File: src/hw/nx_pkg.sv
package nx_pkg;

    // Neighbour directions, numbered clockwise from north
    typedef enum logic [1:0] {
        NX_DIR_NORTH = 2'd0,
        NX_DIR_EAST  = 2'd1,
        NX_DIR_SOUTH = 2'd2,
        NX_DIR_WEST  = 2'd3
    } nx_dir_t;

    // Width of a row or column index
    localparam int NX_ID_WIDTH = 4;

    // Header bits at the top of every message
    localparam int NX_HDR_WIDTH = 9;

    // Header field positions, as offsets below the message MSB
    // Broadcast flag
    localparam int NX_BCAST_OFS = 0;
    // Target row, NX_ID_WIDTH bits
    localparam int NX_ROW_OFS = 1;
    // Target column, NX_ID_WIDTH bits
    // For a broadcast the top two column bits carry the forward direction
    localparam int NX_COL_OFS = 5;

endpackage : nx_pkg

File: src/hw/nx_stream_skid.sv
module nx_stream_skid #(
      parameter type payload_t = logic [31:0]
) (
      input  logic     clk_i
    , input  logic     rst_n_i
    // Inbound stream
    , input  payload_t in_data_i
    , input  logic     in_valid_i
    , output logic     in_ready_o
    // Outbound stream
    , output payload_t out_data_o
    , output logic     out_valid_o
    , input  logic     out_ready_i
);

// Main register drives the output, skid register catches a stalled beat
payload_t main_q, skid_q;
logic     main_valid_q, skid_valid_q, ready_q;
logic     main_valid_d, skid_valid_d;
logic     in_fire, out_fire;
logic     load_main, load_skid;

assign in_fire  = in_valid_i && ready_q;
assign out_fire = main_valid_q && out_ready_i;

// Beat arrives while the main register is stuck
assign load_skid = in_fire && main_valid_q && !out_ready_i;

// Refill from skid first to keep order
assign load_main = skid_valid_q ? out_fire : (in_fire && (!main_valid_q || out_ready_i));

always_comb begin
    if (skid_valid_q) begin
        main_valid_d = 1'b1;
        skid_valid_d = !out_fire;
    end else begin
        main_valid_d = (main_valid_q && !out_ready_i) || in_fire;
        skid_valid_d = load_skid;
    end
end

always_ff @(posedge clk_i) begin
    if (!rst_n_i) begin
        main_valid_q <= 1'b0;
        skid_valid_q <= 1'b0;
        ready_q      <= 1'b0;
    end else begin
        main_valid_q <= main_valid_d;
        skid_valid_q <= skid_valid_d;
        // Ready means the skid register will be empty
        ready_q      <= !skid_valid_d;
    end
end

always_ff @(posedge clk_i) begin
    if (load_main) begin
        main_q <= skid_valid_q ? skid_q : in_data_i;
    end
    if (load_skid) begin
        skid_q <= in_data_i;
    end
end

assign in_ready_o  = ready_q;
assign out_data_o  = main_q;
assign out_valid_o = main_valid_q;

endmodule : nx_stream_skid

File: src/hw/nx_msg_decoder.sv
module nx_msg_decoder #(
      parameter int STREAM_WIDTH = 32
) (
      input  logic                               clk_i
    , input  logic                               rst_n_i
    // Position of this node in the mesh
    , input  logic [nx_pkg::NX_ID_WIDTH-1:0]     node_row_i
    , input  logic [nx_pkg::NX_ID_WIDTH-1:0]     node_col_i
    // Inbound message stream
    , input  logic [STREAM_WIDTH-1:0]            in_data_i
    , input  logic                               in_valid_i
    , output logic                               in_ready_o
    // Local delivery
    , output logic [STREAM_WIDTH-1:0]            local_data_o
    , output logic                               local_valid_o
    , input  logic                               local_ready_i
    // Forward path toward the distributor
    , output logic [STREAM_WIDTH-1:0]            fwd_data_o
    , output nx_pkg::nx_dir_t                    fwd_dir_o
    , output logic                               fwd_valid_o
    , input  logic                               fwd_ready_i
);

localparam int ID_W = nx_pkg::NX_ID_WIDTH;

// Message must hold the full header plus at least one payload bit
if (STREAM_WIDTH < nx_pkg::NX_HDR_WIDTH + 1) begin : g_width_check
    $error("STREAM_WIDTH too small for the message header");
end

typedef struct packed {
    logic [STREAM_WIDTH-1:0] data;
    nx_pkg::nx_dir_t         dir;
    logic                    is_local;
    logic                    is_fwd;
} dec_msg_t;

logic            bcast;
logic [ID_W-1:0] tgt_row, tgt_col;
dec_msg_t        dec_in, dec_out;
logic            dec_valid, dec_ready;
logic            local_done_q, fwd_done_q;
logic            local_ok, fwd_ok;

// Header fields
assign bcast   = in_data_i[STREAM_WIDTH-1-nx_pkg::NX_BCAST_OFS];
assign tgt_row = in_data_i[STREAM_WIDTH-1-nx_pkg::NX_ROW_OFS -: ID_W];
assign tgt_col = in_data_i[STREAM_WIDTH-1-nx_pkg::NX_COL_OFS -: ID_W];

// XY routing, column resolved before row
always_comb begin
    dec_in.data     = in_data_i;
    dec_in.dir      = nx_pkg::NX_DIR_NORTH;
    dec_in.is_local = 1'b0;
    dec_in.is_fwd   = 1'b1;
    if (bcast) begin
        dec_in.dir      = nx_pkg::nx_dir_t'(tgt_col[ID_W-1 -: 2]);
        dec_in.is_local = 1'b1;
    end else if (tgt_col != node_col_i) begin
        dec_in.dir = (tgt_col > node_col_i) ? nx_pkg::NX_DIR_EAST : nx_pkg::NX_DIR_WEST;
    end else if (tgt_row != node_row_i) begin
        dec_in.dir = (tgt_row > node_row_i) ? nx_pkg::NX_DIR_SOUTH : nx_pkg::NX_DIR_NORTH;
    end else begin
        // Addressed to us
        dec_in.is_local = 1'b1;
        dec_in.is_fwd   = 1'b0;
    end
end

nx_stream_skid #(
      .payload_t(dec_msg_t)
) u_dec_skid (
      .clk_i      (clk_i)
    , .rst_n_i    (rst_n_i)
    , .in_data_i  (dec_in)
    , .in_valid_i (in_valid_i)
    , .in_ready_o (in_ready_o)
    , .out_data_o (dec_out)
    , .out_valid_o(dec_valid)
    , .out_ready_i(dec_ready)
);

// Fork, the record retires once every path it needs has taken it
assign local_ok  = !dec_out.is_local || local_done_q || local_ready_i;
assign fwd_ok    = !dec_out.is_fwd || fwd_done_q || fwd_ready_i;
assign dec_ready = local_ok && fwd_ok;

always_ff @(posedge clk_i) begin
    if (!rst_n_i) begin
        local_done_q <= 1'b0;
        fwd_done_q   <= 1'b0;
    end else if (dec_valid && dec_ready) begin
        local_done_q <= 1'b0;
        fwd_done_q   <= 1'b0;
    end else begin
        if (local_valid_o && local_ready_i) local_done_q <= 1'b1;
        if (fwd_valid_o && fwd_ready_i) fwd_done_q <= 1'b1;
    end
end

assign local_data_o  = dec_out.data;
assign local_valid_o = dec_valid && dec_out.is_local && !local_done_q;
assign fwd_data_o    = dec_out.data;
assign fwd_dir_o     = dec_out.dir;
assign fwd_valid_o   = dec_valid && dec_out.is_fwd && !fwd_done_q;

endmodule : nx_msg_decoder

File: src/hw/nx_stream_distributor.sv
module nx_stream_distributor #(
      parameter int STREAM_WIDTH = 32
    , parameter bit OUT_SKID     = 1'b1
) (
      input  logic                    clk_i
    , input  logic                    rst_n_i
    // Decoded message stream
    , input  logic [STREAM_WIDTH-1:0] dist_data_i
    , input  nx_pkg::nx_dir_t         dist_dir_i
    , input  logic                    dist_valid_i
    , output logic                    dist_ready_o
    // North
    , output logic [STREAM_WIDTH-1:0] north_data_o
    , output logic                    north_valid_o
    , input  logic                    north_ready_i
    , input  logic                    north_present_i
    // East
    , output logic [STREAM_WIDTH-1:0] east_data_o
    , output logic                    east_valid_o
    , input  logic                    east_ready_i
    , input  logic                    east_present_i
    // South
    , output logic [STREAM_WIDTH-1:0] south_data_o
    , output logic                    south_valid_o
    , input  logic                    south_ready_i
    , input  logic                    south_present_i
    // West
    , output logic [STREAM_WIDTH-1:0] west_data_o
    , output logic                    west_valid_o
    , input  logic                    west_ready_i
    , input  logic                    west_present_i
);

typedef logic [STREAM_WIDTH-1:0] msg_t;

logic       bcast;
logic [1:0] tgt_idx, cw_idx;
logic [3:0] present;
logic [3:0] route_valid, route_ready;
logic [3:0] out_valid, out_ready;
msg_t       out_data [4];

assign bcast = dist_data_i[STREAM_WIDTH-1-nx_pkg::NX_BCAST_OFS];

// Vectors indexed by direction encoding
assign present   = {west_present_i, south_present_i, east_present_i, north_present_i};
assign out_ready = {west_ready_i, south_ready_i, east_ready_i, north_ready_i};

// Clockwise neighbour is the next encoding, wrapping west to north
assign tgt_idx = dist_dir_i;
assign cw_idx  = tgt_idx + 2'd1;

// Absent target: unicast detours clockwise, broadcast is dropped
always_comb begin
    route_valid = '0;
    if (present[tgt_idx]) begin
        route_valid[tgt_idx] = dist_valid_i;
    end else if (!bcast) begin
        route_valid[cw_idx] = dist_valid_i;
    end
end

// Dropped broadcast is swallowed right away
assign dist_ready_o = present[tgt_idx] ? route_ready[tgt_idx]
                                       : (bcast || route_ready[cw_idx]);

for (genvar d = 0; d < 4; d++) begin : g_out
    if (OUT_SKID) begin : g_skid
        nx_stream_skid #(
              .payload_t(msg_t)
        ) u_skid (
              .clk_i      (clk_i)
            , .rst_n_i    (rst_n_i)
            , .in_data_i  (dist_data_i)
            , .in_valid_i (route_valid[d])
            , .in_ready_o (route_ready[d])
            , .out_data_o (out_data[d])
            , .out_valid_o(out_valid[d])
            , .out_ready_i(out_ready[d])
        );
    end else begin : g_pass
        // Combinational path, no storage
        assign out_data[d]    = dist_data_i;
        assign out_valid[d]   = route_valid[d];
        assign route_ready[d] = out_ready[d];
    end
end

assign north_data_o  = out_data[nx_pkg::NX_DIR_NORTH];
assign north_valid_o = out_valid[nx_pkg::NX_DIR_NORTH];

assign east_data_o   = out_data[nx_pkg::NX_DIR_EAST];
assign east_valid_o  = out_valid[nx_pkg::NX_DIR_EAST];

assign south_data_o  = out_data[nx_pkg::NX_DIR_SOUTH];
assign south_valid_o = out_valid[nx_pkg::NX_DIR_SOUTH];

assign west_data_o   = out_data[nx_pkg::NX_DIR_WEST];
assign west_valid_o  = out_valid[nx_pkg::NX_DIR_WEST];

endmodule : nx_stream_distributor

File: src/hw/nx_node_router.sv
module nx_node_router #(
      parameter int STREAM_WIDTH = 32
    , parameter bit OUT_SKID     = 1'b1
) (
      input  logic                           clk_i
    , input  logic                           rst_n_i
    // Mesh position
    , input  logic [nx_pkg::NX_ID_WIDTH-1:0] node_row_i
    , input  logic [nx_pkg::NX_ID_WIDTH-1:0] node_col_i
    // Inbound messages
    , input  logic [STREAM_WIDTH-1:0]        in_data_i
    , input  logic                           in_valid_i
    , output logic                           in_ready_o
    // Messages for this node
    , output logic [STREAM_WIDTH-1:0]        local_data_o
    , output logic                           local_valid_o
    , input  logic                           local_ready_i
    // North
    , output logic [STREAM_WIDTH-1:0]        north_data_o
    , output logic                           north_valid_o
    , input  logic                           north_ready_i
    , input  logic                           north_present_i
    // East
    , output logic [STREAM_WIDTH-1:0]        east_data_o
    , output logic                           east_valid_o
    , input  logic                           east_ready_i
    , input  logic                           east_present_i
    // South
    , output logic [STREAM_WIDTH-1:0]        south_data_o
    , output logic                           south_valid_o
    , input  logic                           south_ready_i
    , input  logic                           south_present_i
    // West
    , output logic [STREAM_WIDTH-1:0]        west_data_o
    , output logic                           west_valid_o
    , input  logic                           west_ready_i
    , input  logic                           west_present_i
);

// Decoder to distributor
logic [STREAM_WIDTH-1:0] fwd_data;
nx_pkg::nx_dir_t         fwd_dir;
logic                    fwd_valid;
logic                    fwd_ready;

nx_msg_decoder #(
      .STREAM_WIDTH(STREAM_WIDTH)
) u_decoder (
      .clk_i        (clk_i)
    , .rst_n_i      (rst_n_i)
    , .node_row_i   (node_row_i)
    , .node_col_i   (node_col_i)
    , .in_data_i    (in_data_i)
    , .in_valid_i   (in_valid_i)
    , .in_ready_o   (in_ready_o)
    , .local_data_o (local_data_o)
    , .local_valid_o(local_valid_o)
    , .local_ready_i(local_ready_i)
    , .fwd_data_o   (fwd_data)
    , .fwd_dir_o    (fwd_dir)
    , .fwd_valid_o  (fwd_valid)
    , .fwd_ready_i  (fwd_ready)
);

nx_stream_distributor #(
      .STREAM_WIDTH(STREAM_WIDTH)
    , .OUT_SKID    (OUT_SKID)
) u_distributor (
      .clk_i          (clk_i)
    , .rst_n_i        (rst_n_i)
    , .dist_data_i    (fwd_data)
    , .dist_dir_i     (fwd_dir)
    , .dist_valid_i   (fwd_valid)
    , .dist_ready_o   (fwd_ready)
    , .north_data_o   (north_data_o)
    , .north_valid_o  (north_valid_o)
    , .north_ready_i  (north_ready_i)
    , .north_present_i(north_present_i)
    , .east_data_o    (east_data_o)
    , .east_valid_o   (east_valid_o)
    , .east_ready_i   (east_ready_i)
    , .east_present_i (east_present_i)
    , .south_data_o   (south_data_o)
    , .south_valid_o  (south_valid_o)
    , .south_ready_i  (south_ready_i)
    , .south_present_i(south_present_i)
    , .west_data_o    (west_data_o)
    , .west_valid_o   (west_valid_o)
    , .west_ready_i   (west_ready_i)
    , .west_present_i (west_present_i)
);

endmodule : nx_node_router

File: config.mk
export PLATFORM = sky130hd
export DESIGN_NAME = nx_node_router
export DESIGN_NICKNAME = d
export VERILOG_FILES = /design/src/hw/nx_pkg.sv /design/src/hw/nx_stream_skid.sv /design/src/hw/nx_msg_decoder.sv /design/src/hw/nx_stream_distributor.sv /design/src/hw/nx_node_router.sv
export SDC_FILE = /design/constraint.sdc
export NUM_CORES = 1
export LEC_CHECK = 0
export ABC_AREA = 1
export BUFFER_PORTS_ARGS = -buffer_cell sky130_fd_sc_hd__clkbuf_2
export CAP_MARGIN = 25
export CORE_ASPECT_RATIO = 0.75
export CORE_MARGIN = 2
export CORE_UTILIZATION = 40
export CTS_BUF_LIST = sky130_fd_sc_hd__clkbuf_8
export CTS_CLUSTER_SIZE = 14
export DETAILED_ROUTE_END_ITERATION = 10
export PLACE_DENSITY = 0.65
export SETUP_SLACK_MARGIN = 0.15
export SLEW_MARGIN = 5
export SYNTH_ARGS = -nofsm -noshare
export SYNTH_HDL_FRONTEND = slang
export SYNTH_SLANG_ARGS = --single-unit
File: constraint.sdc
create_clock -name clk_i -period 6.9 [get_ports clk_i]
set_input_delay 0.345 -clock clk_i [delete_from_list [all_inputs] [get_ports clk_i]]
set_output_delay 0.345 -clock clk_i [all_outputs]
set_load 0.02 [all_outputs]
Word-level counts from Yosys, hierarchy flattened
Index checks and enable logic that the tools add are counted.
{ "classes": {"n_addsub": 1, "magnitude_cmp": 6, "n_eq_ne": 2, "n_mux": 41, "n_bitwise": 3, "n_reduce_logical": 79} }
{ "ops": {"columns": ["op", "n"], "rows": [
  ["two-way mux 32 bit", 4],
  ["logical AND 1 bit", 39],
  ["two-way mux 36 bit", 1],
  ["zero test 1 bit", 24],
  ["two-way mux 1 bit", 22],
  ["logical OR 1 bit", 15],
  ["two-way mux 2 bit", 6],
  ["AND 4 bit", 2],
  ["> comparator 4 bit", 2],
  ["two-way mux 4 bit", 2],
  ["inequality test 4 bit", 2],
  ["binary-select mux 1 bit (select 2 bit)", 3],
  ["< comparator 2 x 3 -> 1 bit, second input constant", 2],
  ["demux 1 bit (select 2 bit)", 2],
  ["greater-or-equal comparator 2 x 1 -> 1 bit, second input constant", 2],
  ["two-way mux 3 bit", 1],
  ["adder 2 x 1 -> 2 bit, second input constant", 1],
  ["OR reduction 2 bit", 1],
  ["NOT 1 bit", 1]
]} }
{ "totals": {"register_bits": 345, "input_bits": 52, "out_inout_bits": 166, "wordCells": 165} }

Longest topological paths before layout
{ "logic_depth": {"depth_word": 13, "mapped_depth": 11, "mapped_depth_nobuf": 11} }

By module
Synthesis repeated with hierarchy kept, for this count alone.
{ "hier_totals": {"cells_unflattened": 1109, "area_unflattened_um2": 13649.3} }
{ "by_module_without_submodules": {"columns": ["module", "n_inst", "cells_per_inst", "area_per_inst_um2", "seq_area_each_um2"], "rows": [
  ["nx_stream_skid at u_distributor.g_out[0].g_skid.u_skid ...", 4, 186, 2478.6, 1981.9],
  ["nx_stream_skid at u_decoder.u_dec_skid", 1, 207, 2805.2, 2222.1],
  ["nx_msg_decoder", 1, 100, 623.1, 40.0],
  ["nx_stream_distributor", 1, 58, 306.5, 0.0]
]} }

Worst setup path before layout
Ideal clock, no wire load.
{ "synth_timing": {"path_type": "reg2reg", "start": "register u_decoder.u_dec_skid.main_q, in the netlist u_decoder.u_dec_skid.out_data_o[2]", "end": "register u_distributor.g_out[0].g_skid.u_skid.main_q, in the netlist u_distributor.g_out[0].g_skid.u_skid.out_data_o[0], enable pin", "setup_time_ps": 470, "arrival_ps": 3522, "required_time_ps": 6430, "slack_ps": 2908, "path_stages_with_launch": 7, "path_buffers": 0, "synth_period_minus_slack_ps": 3992, "path_cell_list": "edfxtp_1 > inv_2 > ha_1 > inv_1 > o21ai_2 > nand3_1 > o31ai_1"} }
{ "synth_between": {"elab_chain_len": 11, "elab_cells_between_ends": 20, "cone_classes": "add/sub (1); order compare (4); mux (9); bitwise (2); reduce/logical (4)"} }
{ "synth_lines": {"columns": ["item", "line", "text"], "rows": [
  ["from (decl)", "nx_stream_skid.sv:17", "payload_t main_q, skid_q;"],
  ["from (signal assigned)", "nx_stream_skid.sv:57", "main_q <= skid_valid_q ? skid_q : in_data_i;"],
  ["adder 2 x 1 -> 2 bit", "nx_stream_distributor.sv:51", "assign cw_idx = tgt_idx + 2'd1;"],
  ["< comparator 2 x 3 -> 1 bit (not written as such) or greater-or-equal comparator 2 x 1 -> 1 bit (tied branches)", "nx_stream_distributor.sv:59", "route_valid[cw_idx] = dist_valid_i;"],
  ["logical AND 1 bit (not written as such)", "nx_stream_distributor.sv:59", null],
  ["two-way mux 1 bit (not written as such)", "nx_stream_distributor.sv:59", null],
  ["demux 1 bit (select 2 bit)", null, null],
  ["AND 4 bit (no line)", null, null],
  ["two-way mux 4 bit", "nx_stream_distributor.sv:58", "end else if (!bcast) begin"],
  ["two-way mux 4 bit (*)", "nx_stream_distributor.sv:56", "if (present[tgt_idx]) begin"],
  ["logical AND 1 bit (*)", "nx_stream_skid.sv:23", "assign in_fire = in_valid_i && ready_q;"],
  ["logical AND 1 bit (*)", "nx_stream_skid.sv:30", "assign load_main = skid_valid_q ? out_fire : (in_fire && (!main_valid_q || out_ready_i));"],
  ["two-way mux 1 bit (*)", "nx_stream_skid.sv:30", null],
  ["net u_distributor.g_out[0].g_skid.u_skid.load_main", "nx_stream_skid.sv:21", "logic load_main, load_skid;"],
  ["to (signal assigned)", "nx_stream_skid.sv:57", null],
  ["to (decl)", "nx_stream_skid.sv:17", null]
]} }
Mark *: on every way through the listed nets, which the timed path passes. The rest lies on a longest branch. The select of a mux whose other input is x is not followed.
A chain may end at the register's enable or synchronous reset.

Worst setup path after layout
{ "layout_timing": {"start": "register u_decoder.u_dec_skid.main_q, in the netlist u_decoder.u_dec_skid.out_data_o[2]", "end": "register u_decoder.u_dec_skid.main_q, in the netlist u_decoder.u_dec_skid.out_data_o[0], enable pin"} }
{ "layout_between": {"elab_chain_len": 10, "elab_cells_between_ends": 15, "cone_classes": "add/sub (1); mux (8); reduce/logical (6)"} }
{ "layout_lines": {"columns": ["item", "line", "text"], "rows": [
  ["adder 2 x 1 -> 2 bit", "nx_stream_distributor.sv:51", null],
  ["binary-select mux 1 bit (select 2 bit)", "nx_stream_distributor.sv:65", ": (bcast || route_ready[cw_idx]);"],
  ["two-way mux 1 bit (not written as such)", "nx_stream_distributor.sv:65", null],
  ["logical OR 1 bit", "nx_stream_distributor.sv:65", null],
  ["two-way mux 1 bit (*)", "nx_stream_distributor.sv:64", "assign dist_ready_o = present[tgt_idx] ? route_ready[tgt_idx]"],
  ["logical OR 1 bit (*)", "nx_msg_decoder.sv:85", "assign fwd_ok = !dec_out.is_fwd || fwd_done_q || fwd_ready_i;"],
  ["logical AND 1 bit (*)", "nx_msg_decoder.sv:86", "assign dec_ready = local_ok && fwd_ok;"],
  ["logical OR 1 bit", "nx_stream_skid.sv:30", null],
  ["logical AND 1 bit", "nx_stream_skid.sv:30", null],
  ["two-way mux 1 bit (*)", "nx_stream_skid.sv:30", null],
  ["net u_decoder.u_dec_skid.load_main", "nx_stream_skid.sv:21", null]
]} }
Marked as above.

==> metrics.txt <==
dpl hpwl=21340 um; Detailed Routing Iterations Pass 1=5; Slew Viols, Final=0; Worst-Margin Slew=between 0.9 and 1 ns; setup violation total in the final timing report=0; vias per cell=4.823; Cell Area, Synth=13230 sq um; WL/cell=between 15 and 20 um; critical path launch point type=register; PostCTS Resize Cnt=0; Relative slew margins=0.3691; synthesized flop and latch total=345; Post-DRT Antenna Nets=0; CP required=7.13 ns; Synth Area in Adders=0.01135; design area=15880 sq um; syn avg cell area=13.30 sq um; Post-Syn Nets=1059; number of global-route vias before repair=8014; H-tree lvl count=2; CTS tree=built; Port Buf Inserts=217; die height=161.5 um; Num CTS Buffers=between 50 and 60; multiplexer share of the synthesized area=0; top-area cell type share of the netlist area=0.7443; VDD IR-drop max=162.4 uV; DIE WIDTH=214.0 um; synth unique cells=29; deepest clock path buffer count=3; Crit Path Max Fanout=22; crit path capture type=register; synth cell count leaders=edfxtp_1 (328), nand2_1 (256), o21ai_0 (132), inv_1 (75), buf_4 (33); flop-to-flop setup slack=4.00 ns; share of cells above drive strength 1=0.2612; Hold Crit Class=in -> reg; CP Class=reg -> reg; largest net degree at the start of global routing=65; Mapped Cells=a little under 1k; Nets=roughly 1.3k; post-synthesis compound-gate area fraction=0.06297; largest cells by area after synthesis=edfxtp_1 (74%), nand2_1 (7.3%), o21ai_0 (5.0%), dfxtp_1 (2.6%), inv_1 (2.1%); Placed Area=~15000 sq um; wirelength, routed=32400 um; XOR/XNOR share of the synthesized area=0; fill count=2826; Final Hold Fails=0; gp weighted congestion=0.8218; gr ovfl total=0; core area=32450 sq um; fin crit share=0.4198; area leader, netlist=edfxtp_1; Initial Util=0.4078; I/O pin count=218; Total GRT Usage=0.1865; diodes inserted=0; initial antenna violation count=0; Seq/Total Area, Yosys=0.7700; asr flop ratio synth=0; top-count cell post-synth=edfxtp_1; status=finished, final reports clean; via count=just over 8k; pwr/cell area=275.3 nW/um^2; CTS Hold Buffers Added=31; Power, Total=0.004372 W; first-pass GRT wire length=48510 um; DR iter-0 viols=~820; Final Critical Period=between 2 and 3 ns; clock transition at the registers of the reported paths=0.06 ns; Synth Warn #=0; drt drc=0; worst skew pair latency=slightly below 0.6 ns; clk root buf=clkbuf_8; simple-gate area share of the yosys netlist=0.1043; Area Overhead vs Synth=20.02%; Rows=57; die area=34570 sq um; Primary FF master, synth=edfxtp_1; Achievable Freq=between 0.3 and 0.4 GHz; Pleak=6.011 nW; crit path DAT=3.12 ns; RSZ-0062 raised after global routing=no; number of synthesized flops with an enable pin=approximately 330; Worst Skew=0.03045 ns; max-cap violations=0; main combinational cell family by area after synthesis=simple AND/OR/NAND/NOR gates; Sink Count=roughly 350; Post-CTS Setup Bufs=0; Final TNS setup=0 ns
## cells in the final DEF (no fill, tap or decap), types with 2 or more instances in the layout
| master | Yosys | final |
|---|---|---|
| clkbuf_8 | 0 | 53 |
| dfxtp_1 | 17 | 12 |
| dfxtp_2 | 0 | 5 |
| inv_1 | 75 | 83 |
| ha_1 | 12 | 12 |
| nand3_2 | 2 | 2 |
| nand2_1 | 256 | 256 |
| nand2_2 | 15 | 15 |
| nand3_1 | 20 | 20 |
| nor2_4 | 1 | 2 |
| buf_4 | 33 | 9 |
| nor2_1 | 28 | 27 |
| o21ai_1 | 2 | 2 |
| clkinv_2 | 0 | 7 |
| nand4_2 | 3 | 3 |
| inv_2 | 1 | 6 |
| a21oi_1 | 17 | 16 |
| edfxtp_1 | 328 | 328 |
| o31ai_4 | 0 | 4 |
| dlygate4sd3_1 | 0 | 31 |
| a31oi_1 | 2 | 2 |
| clkbuf_2 | 0 | 217 |
| nand4_1 | 5 | 5 |
| clkinv_1 | 1 | 15 |
| o21ai_0 | 132 | 132 |
## registers in the layout, summed over array words and instances, names as in the netlist
signal / flops
u_decoder.u_dec_skid.out_data_o: 36
u_decoder.u_dec_skid.out_valid_o: 1
u_decoder.u_dec_skid.in_ready_o: 1
u_decoder.u_dec_skid.skid_q: 36
u_distributor.g_out.g_skid.u_skid.out_data_o: 128
u_distributor.g_out.g_skid.u_skid.out_valid_o: 4
u_distributor.g_out.g_skid.u_skid.skid_valid_q: 4
u_decoder.local_done_q: 1
u_distributor.g_out.g_skid.u_skid.in_ready_o: 4
u_decoder.u_dec_skid.skid_valid_q: 1
u_distributor.g_out.g_skid.u_skid.skid_q: 128
u_decoder.fwd_done_q: 1
## through the flow
step | setup slack, ns | instances | util | hold WS (ns)
floorplan | 2.908 | 995 | - | 0.4439
global placement | 4.020 | 1594 | 0.4505 | 0.4826
detailed placement | 3.883 | 1595 | 0.4514 | 0.4997
CTS | 3.832 | 1716 | 0.4890 | 0.01602
global route | 3.792 | 1717 | 0.4895 | 0.03425
finish | 4.003 | 1717 | 0.4895 | 0.05338
## critical path: stages (launching register included)
cell      delay (ns)
edfxtp_1        0.51
inv_2           0.14
ha_1            0.35
inv_1           0.07
nand2_1         0.06
nand3_1         0.07
nand3_1         0.11
nand2_2         0.08
nand3_2         0.08
nand3_2         0.12
a21oi_4         0.49
buf_4           0.45
## metal layers
layer	vias to the layer above	wire [um]	GRT usage
met1	3906	14830	0.2766
met2	402	14180	0.2819
li1	3921	-	-
met4	0	605	0.05054
met3	52	2780	0.03597
met5	-	0	0
## power breakdown
part | leakage, nW | switching [W] | internal [W]
clock | 0.515 | 0.000763 | 0.000749
combinational | 2.36 | 0.000272 | 0.000114
sequential | 3.13 | 0.0000630 | 0.00241
## cells by family after synthesis
family          Yosys count
flops                   345
simple gates            332
compound gates          160
buf+inv                 146
fa+ha+maj                12
## area by class of cell
cell class | count | area (sq um) | share of cell area
timing repair buffer | 259 | 1506 | 0.09484
sequential | 345 | 10200 | 0.6419
clock inverter | 37 | 182.7 | 0.01150
multi-input combinational | 504 | 2427 | 0.1528
tap | 442 | 553.0 | 0.03482
inverter | 77 | 289.0 | 0.01820
clock buffer | 53 | 729.5 | 0.04592
## path summary, 6_finish.rpt
kind	end	cells past startpoint	startpoint
min reg2reg	u_decoder.local_done_q	2	u_decoder.local_done_q
max	u_decoder.u_dec_skid.out_data_o[0]	11	u_decoder.u_dec_skid.out_data_o[2]
min	u_decoder.u_dec_skid.skid_q[29]	1	in_data_i[25]
max reg2reg	u_decoder.u_dec_skid.out_data_o[0]	11	u_decoder.u_dec_skid.out_data_o[2]
No activity file was read; power rests on OpenSTA's default activity.
